### src/design/accum_pkg.sv
package accum_pkg;

    // array size
    localparam int NUM_CORES = 4;
    localparam int CORE_W    = 2;

    // item memory geometry, 100 words per core
    localparam int MEM_DEPTH = 100;
    localparam int ADDR_W    = 7;
    localparam int DATA_W    = 32;

    // apb register map, byte offsets
    localparam logic [7:0] REG_CTRL     = 8'h00;
    localparam logic [7:0] REG_MEM_ADDR = 8'h04;
    localparam logic [7:0] REG_MEM_DATA = 8'h08;
    localparam logic [7:0] REG_SRC      = 8'h0C;
    localparam logic [7:0] REG_STATUS   = 8'h10;
    localparam logic [7:0] REG_RES_SEL  = 8'h14;
    localparam logic [7:0] REG_RESULT   = 8'h18;

    // one item memory write, core field picks the target
    typedef struct packed {
        logic              en;
        logic [CORE_W-1:0] core;
        logic [ADDR_W-1:0] addr;
        logic [DATA_W-1:0] data;
    } mem_wr_t;

    // one symbol, seen by every core at once
    // cont low starts a new sequence
    typedef struct packed {
        logic              valid;
        logic              cont;
        logic [ADDR_W-1:0] index;
    } src_t;

    // readback source, live sum or held snapshot
    typedef struct packed {
        logic [CORE_W-1:0] core;
        logic              live;
    } res_sel_t;

endpackage

### src/design/accum_regs.sv
`timescale 1ns/1ps
`default_nettype none

module accum_regs
    import accum_pkg::*;
(
    input  logic              clk,
    input  logic              rst,
    input  logic              psel,
    input  logic              penable,
    input  logic              pwrite,
    input  logic [7:0]        paddr,
    input  logic [31:0]       pwdata,
    output logic [31:0]       prdata,
    output logic              pready,
    output logic              pslverr,
    output mem_wr_t           mem_wr,
    output src_t              src,
    output logic              snapshot,
    output res_sel_t          res_sel,
    input  logic              busy,
    input  logic [DATA_W-1:0] result
);

    // access phase of a transfer
    logic access;
    logic wr_access;
    logic rd_access;

    // address decode
    logic mapped;
    logic read_only;

    // MEM_ADDR fields
    logic [CORE_W-1:0] mem_core;
    logic [ADDR_W-1:0] mem_idx;

    assign access    = psel && penable;
    assign wr_access = access && pwrite;
    assign rd_access = access && !pwrite;

    always_comb begin
        mapped    = 1'b0;
        read_only = 1'b0;
        case (paddr)
            REG_CTRL, REG_MEM_ADDR, REG_MEM_DATA, REG_SRC, REG_RES_SEL: begin
                mapped = 1'b1;
            end
            REG_STATUS, REG_RESULT: begin
                mapped    = 1'b1;
                read_only = 1'b1;
            end
            default: begin
                mapped = 1'b0;
            end
        endcase
    end

    // no wait states
    assign pready  = 1'b1;

    // error on unmapped offsets and on writes to status or result
    assign pslverr = access && (!mapped || (pwrite && read_only));

    // write side, pulses last one cycle
    always_ff @(posedge clk) begin
        if (rst) begin
            mem_wr   <= '0;
            src      <= '0;
            snapshot <= 1'b0;
            mem_core <= '0;
            mem_idx  <= '0;
            res_sel  <= '0;
        end else begin
            mem_wr.en <= 1'b0;
            src.valid <= 1'b0;
            snapshot  <= 1'b0;
            if (wr_access) begin
                case (paddr)
                    REG_CTRL: begin
                        snapshot <= pwdata[0];
                    end
                    REG_MEM_ADDR: begin
                        mem_core <= pwdata[8 +: CORE_W];
                        mem_idx  <= pwdata[ADDR_W-1:0];
                    end
                    REG_MEM_DATA: begin
                        mem_wr.en   <= 1'b1;
                        mem_wr.core <= mem_core;
                        mem_wr.addr <= mem_idx;
                        mem_wr.data <= pwdata[DATA_W-1:0];
                        // step to the next entry for burst loads
                        mem_idx     <= mem_idx + 1'b1;
                    end
                    REG_SRC: begin
                        src.valid <= 1'b1;
                        src.cont  <= pwdata[8];
                        src.index <= pwdata[ADDR_W-1:0];
                    end
                    REG_RES_SEL: begin
                        res_sel.core <= pwdata[CORE_W-1:0];
                        res_sel.live <= pwdata[4];
                    end
                    default: begin
                        // read-only and unmapped writes are dropped
                    end
                endcase
            end
        end
    end

    // read side, combinational in the access cycle
    always_comb begin
        prdata = '0;
        if (rd_access) begin
            case (paddr)
                REG_MEM_ADDR: begin
                    prdata[8 +: CORE_W]  = mem_core;
                    prdata[ADDR_W-1:0]   = mem_idx;
                end
                REG_STATUS: begin
                    prdata[0] = busy;
                end
                REG_RES_SEL: begin
                    prdata[CORE_W-1:0] = res_sel.core;
                    prdata[4]          = res_sel.live;
                end
                REG_RESULT: begin
                    prdata[DATA_W-1:0] = result;
                end
                default: begin
                    // write-only or unmapped, read as zero
                    prdata = '0;
                end
            endcase
        end
    end

    // master holds address and direction through the transfer
    a_setup_stable: assert property (@(posedge clk) disable iff (rst)
        (psel && !penable) |=> ($stable(paddr) && $stable(pwrite)))
        else $error("apb address or direction changed after setup");

    a_enable_needs_sel: assert property (@(posedge clk) disable iff (rst)
        penable |-> psel)
        else $error("apb penable without psel");

endmodule

`default_nettype wire

### config.mk
export PLATFORM = sky130hd
export DESIGN_NAME = accum_regs
export DESIGN_NICKNAME = d
export VERILOG_FILES = /design/src/design/accum_pkg.sv /design/src/design/accum_regs.sv
export SDC_FILE = /design/constraint.sdc
export NUM_CORES = 1
export LEC_CHECK = 0
export BUFFER_PORTS_ARGS = -buffer_cell sky130_fd_sc_hd__clkbuf_2
export CAP_MARGIN = 10
export CELL_PAD_IN_SITES_DETAIL_PLACEMENT = 0
export CELL_PAD_IN_SITES_GLOBAL_PLACEMENT = 1
export CORE_MARGIN = 4
export CORE_UTILIZATION = 25
export DETAILED_ROUTE_END_ITERATION = 16
export GPL_ROUTABILITY_DRIVEN = 0
export PLACE_DENSITY_LB_ADDON = 0.1
export SYNTH_ARGS = -nofsm -noshare
export SYNTH_HDL_FRONTEND = slang
export SYNTH_SLANG_ARGS = --single-unit
### constraint.sdc
create_clock -name clk -period 2.2 [get_ports clk]
set_input_delay 0.44 -clock clk [delete_from_list [all_inputs] [get_ports clk]]
set_output_delay 0.44 -clock clk [all_outputs]
set_load 0.1 [all_outputs]
==> Implementation_results.wiki, run 1 <==
{| class="wikitable"
! Metric !! Value
|-
| Status || finished, final reports clean
|-
| Sequential area share after synthesis || 0.429
|-
| Sink of the worst hold path || mem_wr[17]
|-
| Primary flip-flop cell chosen by synthesis mapping || dfxtp_1
|-
| Drt via density || 4.64
|-
| Die Span Y || 117 um
|-
| Reported max-cap violation count || 0
|-
| Number of pins exceeding their max-slew limit in the final report || 0
|-
| Remaining Overflow, GRT || 0
|-
| Instance count along the most critical hold path || 3
|-
| Post-synth EDFFs || 0
|-
| DRT Wirelength || 10,100 um
|-
| Cell area after synthesis || 0.00299 mm^2
|-
| Skew final || 0.00351 ns
|-
| Relative max-transition margin || 0.627
|-
| Synthesized instance count || 324
|-
| Fraction of the core area covered by cells at the end of the flow || 0.433
|-
| Gate family responsible for the most delay along the worst path || simple AND/OR/NAND/NOR gates
|-
| Commonest cells after routing, fill and taps aside || clkbuf_2 (131), dfxtp_1 (64), mux2i_1 (52), nor2_1 (51), buf_12 (35)
|-
| Path type of the worst setup path || in2out
|-
| Fraction of layout cells with a size suffix above 1 || 0.494
|-
| Crit path max-delay cell type || and4b_2
|-
| Number of DRC violations after detailed-routing iteration 0 || 104
|-
| Floorplan row count || 39
|-
| Cell at the root of the clock tree || clkbuf_16
|-
| Worst slew pin tran || 0.561 ns
|-
| Largest fanout on the critical path || 6
|-
| Number of H-tree levels || 3
|-
| Number of sinks handled by clock tree synthesis || 64
|-
| Total cell area at the placement stage || 0.00464 mm^2
|-
| Fraction of synthesis flops using an asynchronous set or reset pin || 0
|-
| Period utilisation layout || 0.991
|-
| Vias in the first global route || 3,080
|-
| Post-route ant nets || 0
|-
| DR WL/cell || 15.7 um
|-
| Iteration count of the initial detailed-routing pass || 4
|-
| Clock transition at the register clock pins on the worst setup and hold paths after CTS || 0.05 ns
|-
| First-pass GRT wire length || 16,200 um
|-
| Pwr/cell area || 577 mW/mm^2
|-
| Worst EP required || 1.76 ns
|-
| Clock tree from TritonCTS || yes
|-
| Effective utilization at floorplan || 0.258
|-
| Worst skew pair latency || 0.32 ns
|-
| Die footprint || 0.0138 mm^2
|-
| Most common cell after layout, fill and taps aside || clkbuf_2
|-
| Type of the most critical hold path || in2reg
|-
| Final-report hold violation count || 0
|-
| Worst Reg2Reg Path Length in Cells || 5
|-
| Worst setup SP type || input pin
|-
| Total of flip-flops plus latches after synthesis || 64
|-
| Cts bufs inserted || 9
|-
| Quantity of I/O buffers inserted on ports || 165
|-
| Achievable frequency || 459 MHz
|-
| Total via count after detailed routing || 2,990
|-
| Largest net degree at the start of global routing || 29
|-
| Number of nets in the layout || 577
|-
| Count of buffering cells on the critical path with inverters included || 3
|-
| Minimum clock period after layout || 2.18 ns
|-
| Final Total Pwr || 2.89 mW
|-
| Maximum root-to-sink buffer count || 2
|-
| Number of antenna violations at the first check in global routing || 0
|-
| Static leakage power || 2.50 nW
|-
| Ports placed on the boundary || 167
|-
| Count of cell types in the netlist || 39
|-
| Critical Path AT || 1.74 ns
|-
| Number of nets in the synthesized netlist || 403
|-
| Fin area || 0.00501 mm^2
|-
| DRT met1 WL || 4200 um
|-
| Maximum ir drop on the vdd rail || 0.404 mV
|-
| Endpoint of the lowest-slack register-to-register path || mem_idx[6]
|-
| Total DRC errors in the routed layout || 0
|-
| Delay of the slowest critical-path stage || 0.32 ns
|-
| List of cells traversed by the critical path || buf_6 > nor4_4 > buf_4 > and4b_2 > a22oi_1 > nor2_2 > buf_12
|-
| Area growth from synthesis to final layout || 67.6%
|-
| Aggregate global-route resource usage || 0.147
|-
| Reg2reg start || mem_idx[0]
|-
| Synthesized area per cell || 9.22 um^2
|-
| Setup violators final || 0
|-
| Wire length on met3 || 713 um
|-
| Antenna diodes || 0
|-
| Register-to-register setup slack || 0.86 ns
|-
| Total core area || 0.0116 mm^2
|-
| Width of the die || 117 um
|-
| Origin of the worst min-delay path || pwdata[17]
|-
| Setup repair after global routing missed its margin || yes
|-
| Highest metal used || met4
|-
| Number of synthesis warnings || 0
|-
| Endpoint type of the worst setup path || output port
|-
| Post-DP HPWL || 7980 um
|-
| Detail Route met2 WL || 5080 um
|}
[cells by family (layout without fill, tap and decap cells)]
family / count (synthesis) / after routing / share of synthesized area
compound gates: 37 / 37 / 0.0821
xor+xnor: 1 / 1 / 0.00293
fa+ha+maj: 1 / 1 / 0.00419
buf+inv: 32 / 210 / 0.0599
flops: 64 / 64 / 0.429
mux: 52 / 52 / 0.174
other cells: 1 / 1 / 0.00126
simple gates: 136 / 136 / 0.247
[repair_timing]
action,CTS,global route
setup buffers,1,1
hold buffers,0,0
setup endpoints to repair,7,8
pin swaps,1,2
gates resized for setup,5,4
[layer usage]
metal / global-route usage / vias to the layer above
met5: 0 / -
met3: 0.0597 / 14
li1: - / 1481
met2: 0.251 / 84
met1: 0.169 / 1411
met4: 0.0425 / 0
[through the flow]
stage | hold slack, ns | std cells | setup WS (ns) | setup TNS [ns]
finish | 0.342 | 645 | 0.0207 | 0
global route | 0.340 | 645 | -0.0543 | -0.276
CTS | 0.333 | 644 | 0.00136 | 0
detailed placement | 0.474 | 628 | -0.0354 | -0.208
global placement | 0.468 | 628 | -0.00423 | -0.00911
floorplan | 0.448 | 324 | -0.408 | -4.22
[power breakdown]
part | internal (mW) | switching, mW
combinational | 0.0913 | 0.107
clock | 1.04 | 0.486
sequential | 1.16 | 0.000362
[registers in the layout (all words and copies together), names as in the netlist]
register / cells
src: 9
mem_core: 2
mem_wr: 42
res_sel: 3
mem_idx: 7
snapshot: 1
[worst register-to-register path, delay by kind of cell, from the launching register on]
kind / cells / cell delay (ns)
simple gates: 2 / 0.37
fa+ha+maj: 1 / 0.22
mux: 1 / 0.09
compound gates: 1 / 0.13
flops: 1 / 0.47
[cell usage after synthesis, drive strengths merged, types with 2 or more instances]
master	number	area [um^2]
a21oi	8	40.0
a22o	2	17.5
a22oi	6	45.0
a32oi	3	26.3
and2	2	12.5
and2b	2	15.0
and3	26	163
and4	2	17.5
buf	14	111
clkbuf	13	48.8
dfxtp	64	1280
inv	5	18.8
mux2i	52	521
nand2	7	26.3
nand2b	7	43.8
nand3	7	35.0
nand3b	7	52.6
nand4	4	40.0
nor2	60	233
nor2b	4	25.0
nor3	2	10.0
nor3b	2	20.0
nor4	2	27.5
o21ai	10	50.1
o2bb2ai	3	26.3
o32ai	3	26.3
[worst max-delay path by stage]
stage	startpoint	slack (ns)	end	depth (start not counted)
2_1_floorplan	paddr[1]	-0.41	prdata[2]	6
3_3_place_gp	paddr[1]	-0.004	prdata[0]	7
3_5_place_dp	paddr[1]	-0.04	prdata[6]	7
4_1_cts	paddr[1]	0.001	prdata[3]	7
5_1_grt	paddr[1]	-0.05	prdata[6]	7
6_report	paddr[1]	0.02	prdata[6]	7
[cell type report]
class | count | area, um^2
Inverter | 5 | 18.8
Timing Repair Buffer | 190 | 1540
Multi-Input combinational cell | 228 | 1660
Sequential cell | 64 | 1280
Fill cell | 1146 | 6560
Clock buffer | 12 | 256
Tap cell | 143 | 179
Clock inverter | 3 | 65.1
(Power assumes the default switching activity.)
==> run 2: changes to the inputs <==
Settings changed: PLACE_DENSITY from default to 0.66, PLACE_DENSITY_LB_ADDON 0.1 to default.
==> run 2 against run 1 <==
Largest power group unchanged. Worst setup slack worse by 0.016 ns. Critical path type unchanged. Combinational power hardly changed. Routed wire length is 6.4% lower.
==> Implementation_results.wiki, run 2 (synthesis results as in run 1) <==
{| class="wikitable"
! Metric !! Value
|-
| Fraction of the core area covered by cells at the end of the flow || 0.430 (was 0.433)
|-
| WHS || 0.346 ns (was 0.342 ns)
|-
| Largest net degree at the start of global routing || 35 (was 29)
|-
| Relative max-transition margin || 0.619 (was 0.627)
|-
| Number of DRC violations after detailed-routing iteration 0 || 238 (was 104)
|-
| Count of buffering cells on the critical path with inverters included || 3 (unchanged)
|-
| Number of antenna violations at the first check in global routing || 0 (unchanged)
|-
| Setup repair after global routing missed its margin || yes (unchanged)
|-
| Commonest cells after routing, fill and taps aside || clkbuf_2 (131), dfxtp_1 (64), mux2i_1 (52), nor2_1 (51), buf_12 (35) (unchanged)
|-
| Type of the most critical hold path || in2reg (unchanged)
|-
| Iteration count of the initial detailed-routing pass || 4 (unchanged)
|-
| Gate family responsible for the most delay along the worst path || simple AND/OR/NAND/NOR gates (unchanged)
|-
| Remaining Overflow, GRT || 0 (unchanged)
|-
| Worst skew pair latency || 0.32 ns (about the same)
|-
| Pwr/cell area || 554 mW/mm^2 (was 577 mW/mm^2)
|-
| Total DRC errors in the routed layout || 0 (unchanged)
|-
| Endpoint type of the worst setup path || output port (unchanged)
|-
| Number of pins exceeding their max-slew limit in the final report || 0 (unchanged)
|-
| Max FFs per register || 42 (unchanged)
|-
| Antenna diodes || 0 (unchanged)
|-
| Clock tree from TritonCTS || yes (unchanged)
|-
| Delay of the slowest critical-path stage || 0.27 ns (was 0.32 ns)
|-
| Crit path max-delay cell type || nor4_4 (was and4b_2)
|-
| Clock transition at the register clock pins on the worst setup and hold paths after CTS || 0.06 ns (was 0.05 ns)
|-
| Number of nets in the layout || 576 (was 577)
|-
| Minimum clock period after layout || 2.19 ns (was 2.18 ns)
|-
| Worst setup SP type || input pin (unchanged)
|-
| Setup violators final || 0 (unchanged)
|-
| Most common cell after layout, fill and taps aside || clkbuf_2 (unchanged)
|-
| DRT met1 WL || 4100 um (was 4200 um)
|-
| Static leakage power || 2.47 nW (was 2.50 nW)
|-
| Status || finished, final reports clean (unchanged)
|-
| Number of H-tree levels || 3 (unchanged)
|-
| Largest registers in the final layout || mem_wr: 42 flops, src: 9 flops, mem_idx: 7 flops (unchanged)
|-
| Maximum ir drop on the vdd rail || 0.278 mV (was 0.404 mV)
|-
| Width of the die || 117 um (unchanged)
|-
| Quantity of I/O buffers inserted on ports || 165 (unchanged)
|-
| Wire length on met3 || 738 um (was 713 um)
|-
| Worst EP required || 1.76 ns (about the same)
|-
| First-pass GRT wire length || 15,700 um (was 16,200 um)
|-
| Total core area || 0.0116 mm^2 (unchanged)
|-
| Floorplan row count || 39 (unchanged)
|-
| Critical Path AT || 1.75 ns (was 1.74 ns)
|-
| Drt via density || 4.62 (was 4.64)
|-
| Post-DP HPWL || 7480 um (was 7980 um)
|-
| Effective utilization at floorplan || 0.258 (unchanged)
|-
| Register with the highest flop count || mem_wr (unchanged)
|-
| Aggregate global-route resource usage || 0.138 (was 0.147)
|-
| Number of sinks handled by clock tree synthesis || 64 (unchanged)
|-
| Cts bufs inserted || 9 (unchanged)
|-
| Skew final || 0.00666 ns (was 0.00351 ns)
|-
| Cell at the root of the clock tree || clkbuf_16 (unchanged)
|-
| Ports placed on the boundary || 167 (unchanged)
|-
| Number of buffers inserted for hold repair after clock tree synthesis || 0 (unchanged)
|-
| Path type of the worst setup path || in2out (unchanged)
|-
| Worst slew pin tran || 0.573 ns (was 0.561 ns)
|-
| Achievable frequency || 456 MHz (was 459 MHz)
|-
| Final-report hold violation count || 0 (unchanged)
|-
| Vias in the first global route || 3,019 (was 3,080)
|-
| Area growth from synthesis to final layout || 66.5% (was 67.6%)
|-
| Largest fanout on the critical path || 5 (was 6)
|-
| Highest metal used || met4 (unchanged)
|-
| Sum Neg Setup Slack || 0 ns (unchanged)
|-
| Period utilisation layout || 0.998 (was 0.991)
|-
| Post-route ant nets || 0 (unchanged)
|-
| DR WL/cell || 14.7 um (was 15.7 um)
|-
| Final Total Pwr || 2.75 mW (was 2.89 mW)
|-
| Reported max-cap violation count || 0 (unchanged)
|-
| Die Span Y || 117 um (unchanged)
|-
| Total via count after detailed routing || 2,977 (was 2,990)
|-
| List of cells traversed by the critical path || buf_6 > nor4_4 > buf_4 > and2b_2 > a32oi_2 > nor3b_4 > buf_12 (was buf_6 > nor4_4 > buf_4 > and4b_2 > a22oi_1 > nor2_2 > buf_12)
|-
| DRT Wirelength || 9490 um (was 10,100 um)
|-
| Maximum root-to-sink buffer count || 2 (unchanged)
|-
| Fraction of layout cells with a size suffix above 1 || 0.495 (was 0.494)
|-
| Detail Route met2 WL || 4530 um (was 5080 um)
|-
| Die footprint || 0.0138 mm^2 (unchanged)
|}
run 2: cell type report:
class	instances	area [um^2]
multi-input combinational	228	1660
timing repair buffer	189	1540
inverter	5	18.8
clock buffer	9	225
tap	143	179
fill	1134	6590
clock inverter	6	70.1
sequential	64	1280
run 2: worst reg2reg max path: cells and delay by family, from the launching register on:
kind	cells	cell delay, ns
adder cells (fa/ha/maj)	1	0.22
multiplexers	1	0.10
AND/OR/NAND/NOR	2	0.37
AO/OA/AOI/OAI	1	0.15
flip-flops	1	0.44
run 2: metal layers:
layer | GRT usage | vias to the layer above
met5 | 0 | -
met4 | 0.0301 | 0
met3 | 0.0549 | 11
met2 | 0.227 | 108
met1 | 0.171 | 1376
li1 | - | 1482
run 2: timing repair:
item | in CTS | in global routing
endpoints found under the setup margin | 8 | 32
resized for setup | 3 | 6
setup buffers | 0 | 1
cloned | 0 | 0
pin swaps | 0 | 7
run 2: final timing paths:
| path | startpoint | endpoint | slack (ns) | cells after the start |
|---|---|---|---|---|
| setup reg to reg | mem_idx[0] | mem_idx[6] | 0.85 | 5 |
| setup / recovery | paddr[6] | prdata[0] | 0.005 | 7 |
| hold / removal | pwdata[12] | mem_wr[12] | 0.35 | 3 |
| hold reg to reg | mem_wr[4] | mem_wr[4] | 0.49 | 2 |
run 2: stage by stage:
stage | cells | setup WS [ns] | cell area (um^2)
CTS | 643 | -0.0143 | 4940
finish | 644 | 0.00515 | 4970
global placement | 628 | -0.0372 | 4640
floorplan | 324 | -0.408 | 3110
detailed placement | 628 | -0.0510 | 4640
global route | 644 | -0.116 | 4970
run 2: where the power goes:
group / switching [mW] / total [mW] / internal (mW) / leakage, nW
clock network: 0.522 / 1.40 / 0.875 / 0.134
logic: 0.107 / 0.198 / 0.0908 / 1.82
registers: 0.000361 / 1.16 / 1.16 / 0.515
==> run 3: changes to the inputs <==
==> constraint.sdc (replaced) <==
create_clock -name clk -period 2.2 [get_ports clk]
set_input_delay 0.22 -clock clk [delete_from_list [all_inputs] [get_ports clk]]
set_output_delay 0.22 -clock clk [all_outputs]
set_load 0.1 [all_outputs]
==> run 3 against run 2 <==
Sequential power about the same. Power decreased by 3.0%. Clock skew decreased by 0.0030 ns. Worst hold slack got worse by 0.22 ns. Global-route usage increased by 0.52 points. Sequential cell count unchanged. Maximum frequency increased by 16%. Non-clock buffer count decreased by 12. Sequential share of layout area increased by 1.3 points. Critical path depth decreased by 1. Routed wire length increased by 4.0%. Critical path type unchanged.
==> Implementation_results.wiki, run 3 (synthesis results as in run 1) <==
{| class="wikitable"
! Metric !! Value
|-
| Status || finished, final reports clean (unchanged)
|-
| Cell at the root of the clock tree || clkbuf_16 (unchanged)
|-
| Number of instances resized during post-cts repair || 0 (was 3)
|-
| Width of the die || 117 um (unchanged)
|-
| Critical path launch point || paddr[1] (was paddr[6])
|-
| Total core area || 0.0116 mm^2 (unchanged)
|-
| Number of H-tree levels || 3 (unchanged)
|-
| Die Span Y || 117 um (unchanged)
|-
| Filler instances || 1,188 (was 1,134)
|-
| Fraction of the core area covered by cells at the end of the flow || 0.409 (was 0.430)
|-
| Setup violators final || 0 (unchanged)
|-
| Relative max-transition margin || 0.508 (was 0.619)
|-
| Register with the highest flop count || mem_wr (unchanged)
|-
| Period utilisation layout || 0.859 (was 0.998)
|-
| Post-route ant nets || 0 (unchanged)
|-
| Remaining Overflow, GRT || 0 (unchanged)
|-
| Max FFs per register || 42 (unchanged)
|-
| Clock transition at the register clock pins on the worst setup and hold paths after CTS || 0.05 ns (was 0.06 ns)
|-
| Final-report hold violation count || 0 (unchanged)
|-
| Worst setup path end || prdata[0] (unchanged)
|-
| Multi-input combinational cell area || 0.00157 mm^2 (was 0.00166 mm^2)
|-
| Ports placed on the boundary || 167 (unchanged)
|-
| WHS || 0.130 ns (was 0.346 ns)
|-
| Static leakage power || 2.42 nW (was 2.47 nW)
|-
| Worst EP required || 1.98 ns (was 1.76 ns)
|-
| Area growth from synthesis to final layout || 58.4% (was 66.5%)
|-
| Delay of the slowest critical-path stage || 0.37 ns (was 0.27 ns)
|-
| DR WL/cell || 15.6 um (was 14.7 um)
|-
| Number of sinks handled by clock tree synthesis || 64 (unchanged)
|-
| Worst setup SP type || input pin (unchanged)
|-
| Reg2reg start || mem_idx[0] (unchanged)
|-
| Pwr/cell area || 565 mW/mm^2 (was 554 mW/mm^2)
|-
| Total DRC errors in the routed layout || 0 (unchanged)
|-
| Worst slew pin tran || 0.738 ns (was 0.573 ns)
|-
| Cts bufs inserted || 9 (unchanged)
|-
| Aggregate global-route resource usage || 0.143 (was 0.138)
|-
| Crit path max-delay cell type || nor4_4 (unchanged)
|-
| Number of DRC violations after detailed-routing iteration 0 || 108 (was 238)
|-
| Most common cell after layout, fill and taps aside || clkbuf_2 (unchanged)
|-
| Count of buffering cells on the critical path with inverters included || 3 (unchanged)
|-
| Floorplan row count || 39 (unchanged)
|-
| Iteration count of the initial detailed-routing pass || 4 (unchanged)
|-
| Type of the most critical hold path || in2reg (unchanged)
|-
| Setup repair after global routing missed its margin || no (was yes)
|-
| Vias in the first global route || 2,925 (was 3,019)
|-
| Number of buffers inserted for hold repair after clock tree synthesis || 0 (unchanged)
|-
| Post-DP HPWL || 7680 um (was 7480 um)
|-
| Quantity of I/O buffers inserted on ports || 165 (unchanged)
|-
| Largest net degree at the start of global routing || 46 (was 35)
|-
| Minimum clock period after layout || 1.89 ns (was 2.19 ns)
|-
| Achievable frequency || 529 MHz (was 456 MHz)
|-
| Maximum ir drop on the vdd rail || 0.374 mV (was 0.278 mV)
|-
| Number of pins exceeding their max-slew limit in the final report || 0 (unchanged)
|-
| Worst Reg2Reg Path Length in Cells || 5 (unchanged)
|-
| Total via count after detailed routing || 2,887 (was 2,977)
|-
| Path type of the worst setup path || in2out (unchanged)
|-
| List of cells traversed by the critical path || clkbuf_2 > nor4_4 > nor3b_2 > buf_4 > nor3b_4 > buf_12 (was buf_6 > nor4_4 > buf_4 > and2b_2 > a32oi_2 > nor3b_4 > buf_12)
|-
| Gate family responsible for the most delay along the worst path || simple AND/OR/NAND/NOR gates (unchanged)
|-
| Maximum root-to-sink buffer count || 2 (unchanged)
|-
| Stages on worst setup path || 6 (was 7)
|-
| Storage element area || 0.00128 mm^2 (unchanged)
|-
| Die footprint || 0.0138 mm^2 (unchanged)
|-
| Skew final || 0.00366 ns (was 0.00666 ns)
|-
| Final Total Pwr || 2.67 mW (was 2.75 mW)
|-
| Critical Path AT || 1.67 ns (was 1.75 ns)
|-
| First-pass GRT wire length || 15,900 um (was 15,700 um)
|-
| Number of antenna violations at the first check in global routing || 0 (unchanged)
|-
| Sum Neg Setup Slack || 0 ns (unchanged)
|-
| Endpoint type of the worst setup path || output port (unchanged)
|-
| Largest fanout on the critical path || 24 (was 5)
|-
| Commonest cells after routing, fill and taps aside || clkbuf_2 (133), dfxtp_1 (64), mux2i_1 (52), nor2_1 (51), buf_12 (32) (was clkbuf_2 (131), dfxtp_1 (64), mux2i_1 (52), nor2_1 (51), buf_12 (35))
|-
| Reported max-cap violation count || 0 (unchanged)
|-
| DRT Wirelength || 9870 um (was 9490 um)
|-
| Effective utilization at floorplan || 0.258 (unchanged)
|-
| Setup Buffers After CTS || 0 (unchanged)
|-
| Drt via density || 4.57 (was 4.62)
|-
| Fraction of layout cells with a size suffix above 1 || 0.419 (was 0.495)
|-
| Register-to-register setup slack || 0.86 ns (was 0.85 ns)
|-
| Number of nets in the layout || 564 (was 576)
|-
| Clock tree from TritonCTS || yes (unchanged)
|-
| Antenna diodes || 0 (unchanged)
|-
| Worst skew pair latency || 0.32 ns (about the same)
|-
| Largest registers in the final layout || mem_wr: 42 flops, src: 9 flops, mem_idx: 7 flops (unchanged)
|-
| Endpoint of the lowest-slack register-to-register path || mem_idx[6] (unchanged)
|}
run 3: report_power, final:
part / internal (mW) / total [mW] / switching (mW)
Clock: 0.848 / 1.33 / 0.484
Combinational: 0.0770 / 0.180 / 0.103
Sequential: 1.16 / 1.16 / 0.000333
Total: 2.09 / 2.67 / 0.587
run 3: area by class of cell:
class	count	area share
Clock buffer	13	0.0571
Clock inverter	2	0.00291
Inverter	5	0.00397
Multi-Input combinational cell	228	0.332
Sequential cell	64	0.271
Tap cell	143	0.0378
Timing Repair Buffer	177	0.295
run 3: how the worst min path moves through the flow:
stage	start	endpoint	slack (ns)	cells after the start
after floorplan	paddr[3]	snapshot	0.30	1
after CTS	pwdata[7]	mem_wr[7]	0.11	3
after global placement	pwdata[15]	mem_wr[15]	0.45	3
after detailed placement	pwdata[17]	mem_wr[17]	0.46	3
final	pwdata[10]	mem_wr[10]	0.13	3
after global routing	pwdata[15]	mem_wr[15]	0.13	3
run 3: per-layer routing:
metal,vias up,part of all wire,track usage,routed length (um)
li1,1457,-,-,-
met1,1337,0.43,0.174,4210
met2,84,0.50,0.238,4920
met3,9,0.061,0.0549,602
met4,0,0.013,0.0359,133
met5,-,0,0,0
run 3: through the flow:
step / std cells / worst slack [ns] / area (um^2)
after floorplan: 324 / -0.165 / 3030
after global placement: 617 / 0.332 / 4450
after detailed placement: 617 / 0.288 / 4450
after CTS: 632 / 0.288 / 4730
after global routing: 632 / 0.182 / 4730
final: 632 / 0.309 / 4730
run 3: worst reg2reg max path, cell delays in order, from the launching register on:
cell	delay [ns]
dfxtp_1	0.43
ha_1	0.22
nand3_1	0.15
nor3_1	0.24
mux2i_1	0.10
o2bb2ai_1	0.14
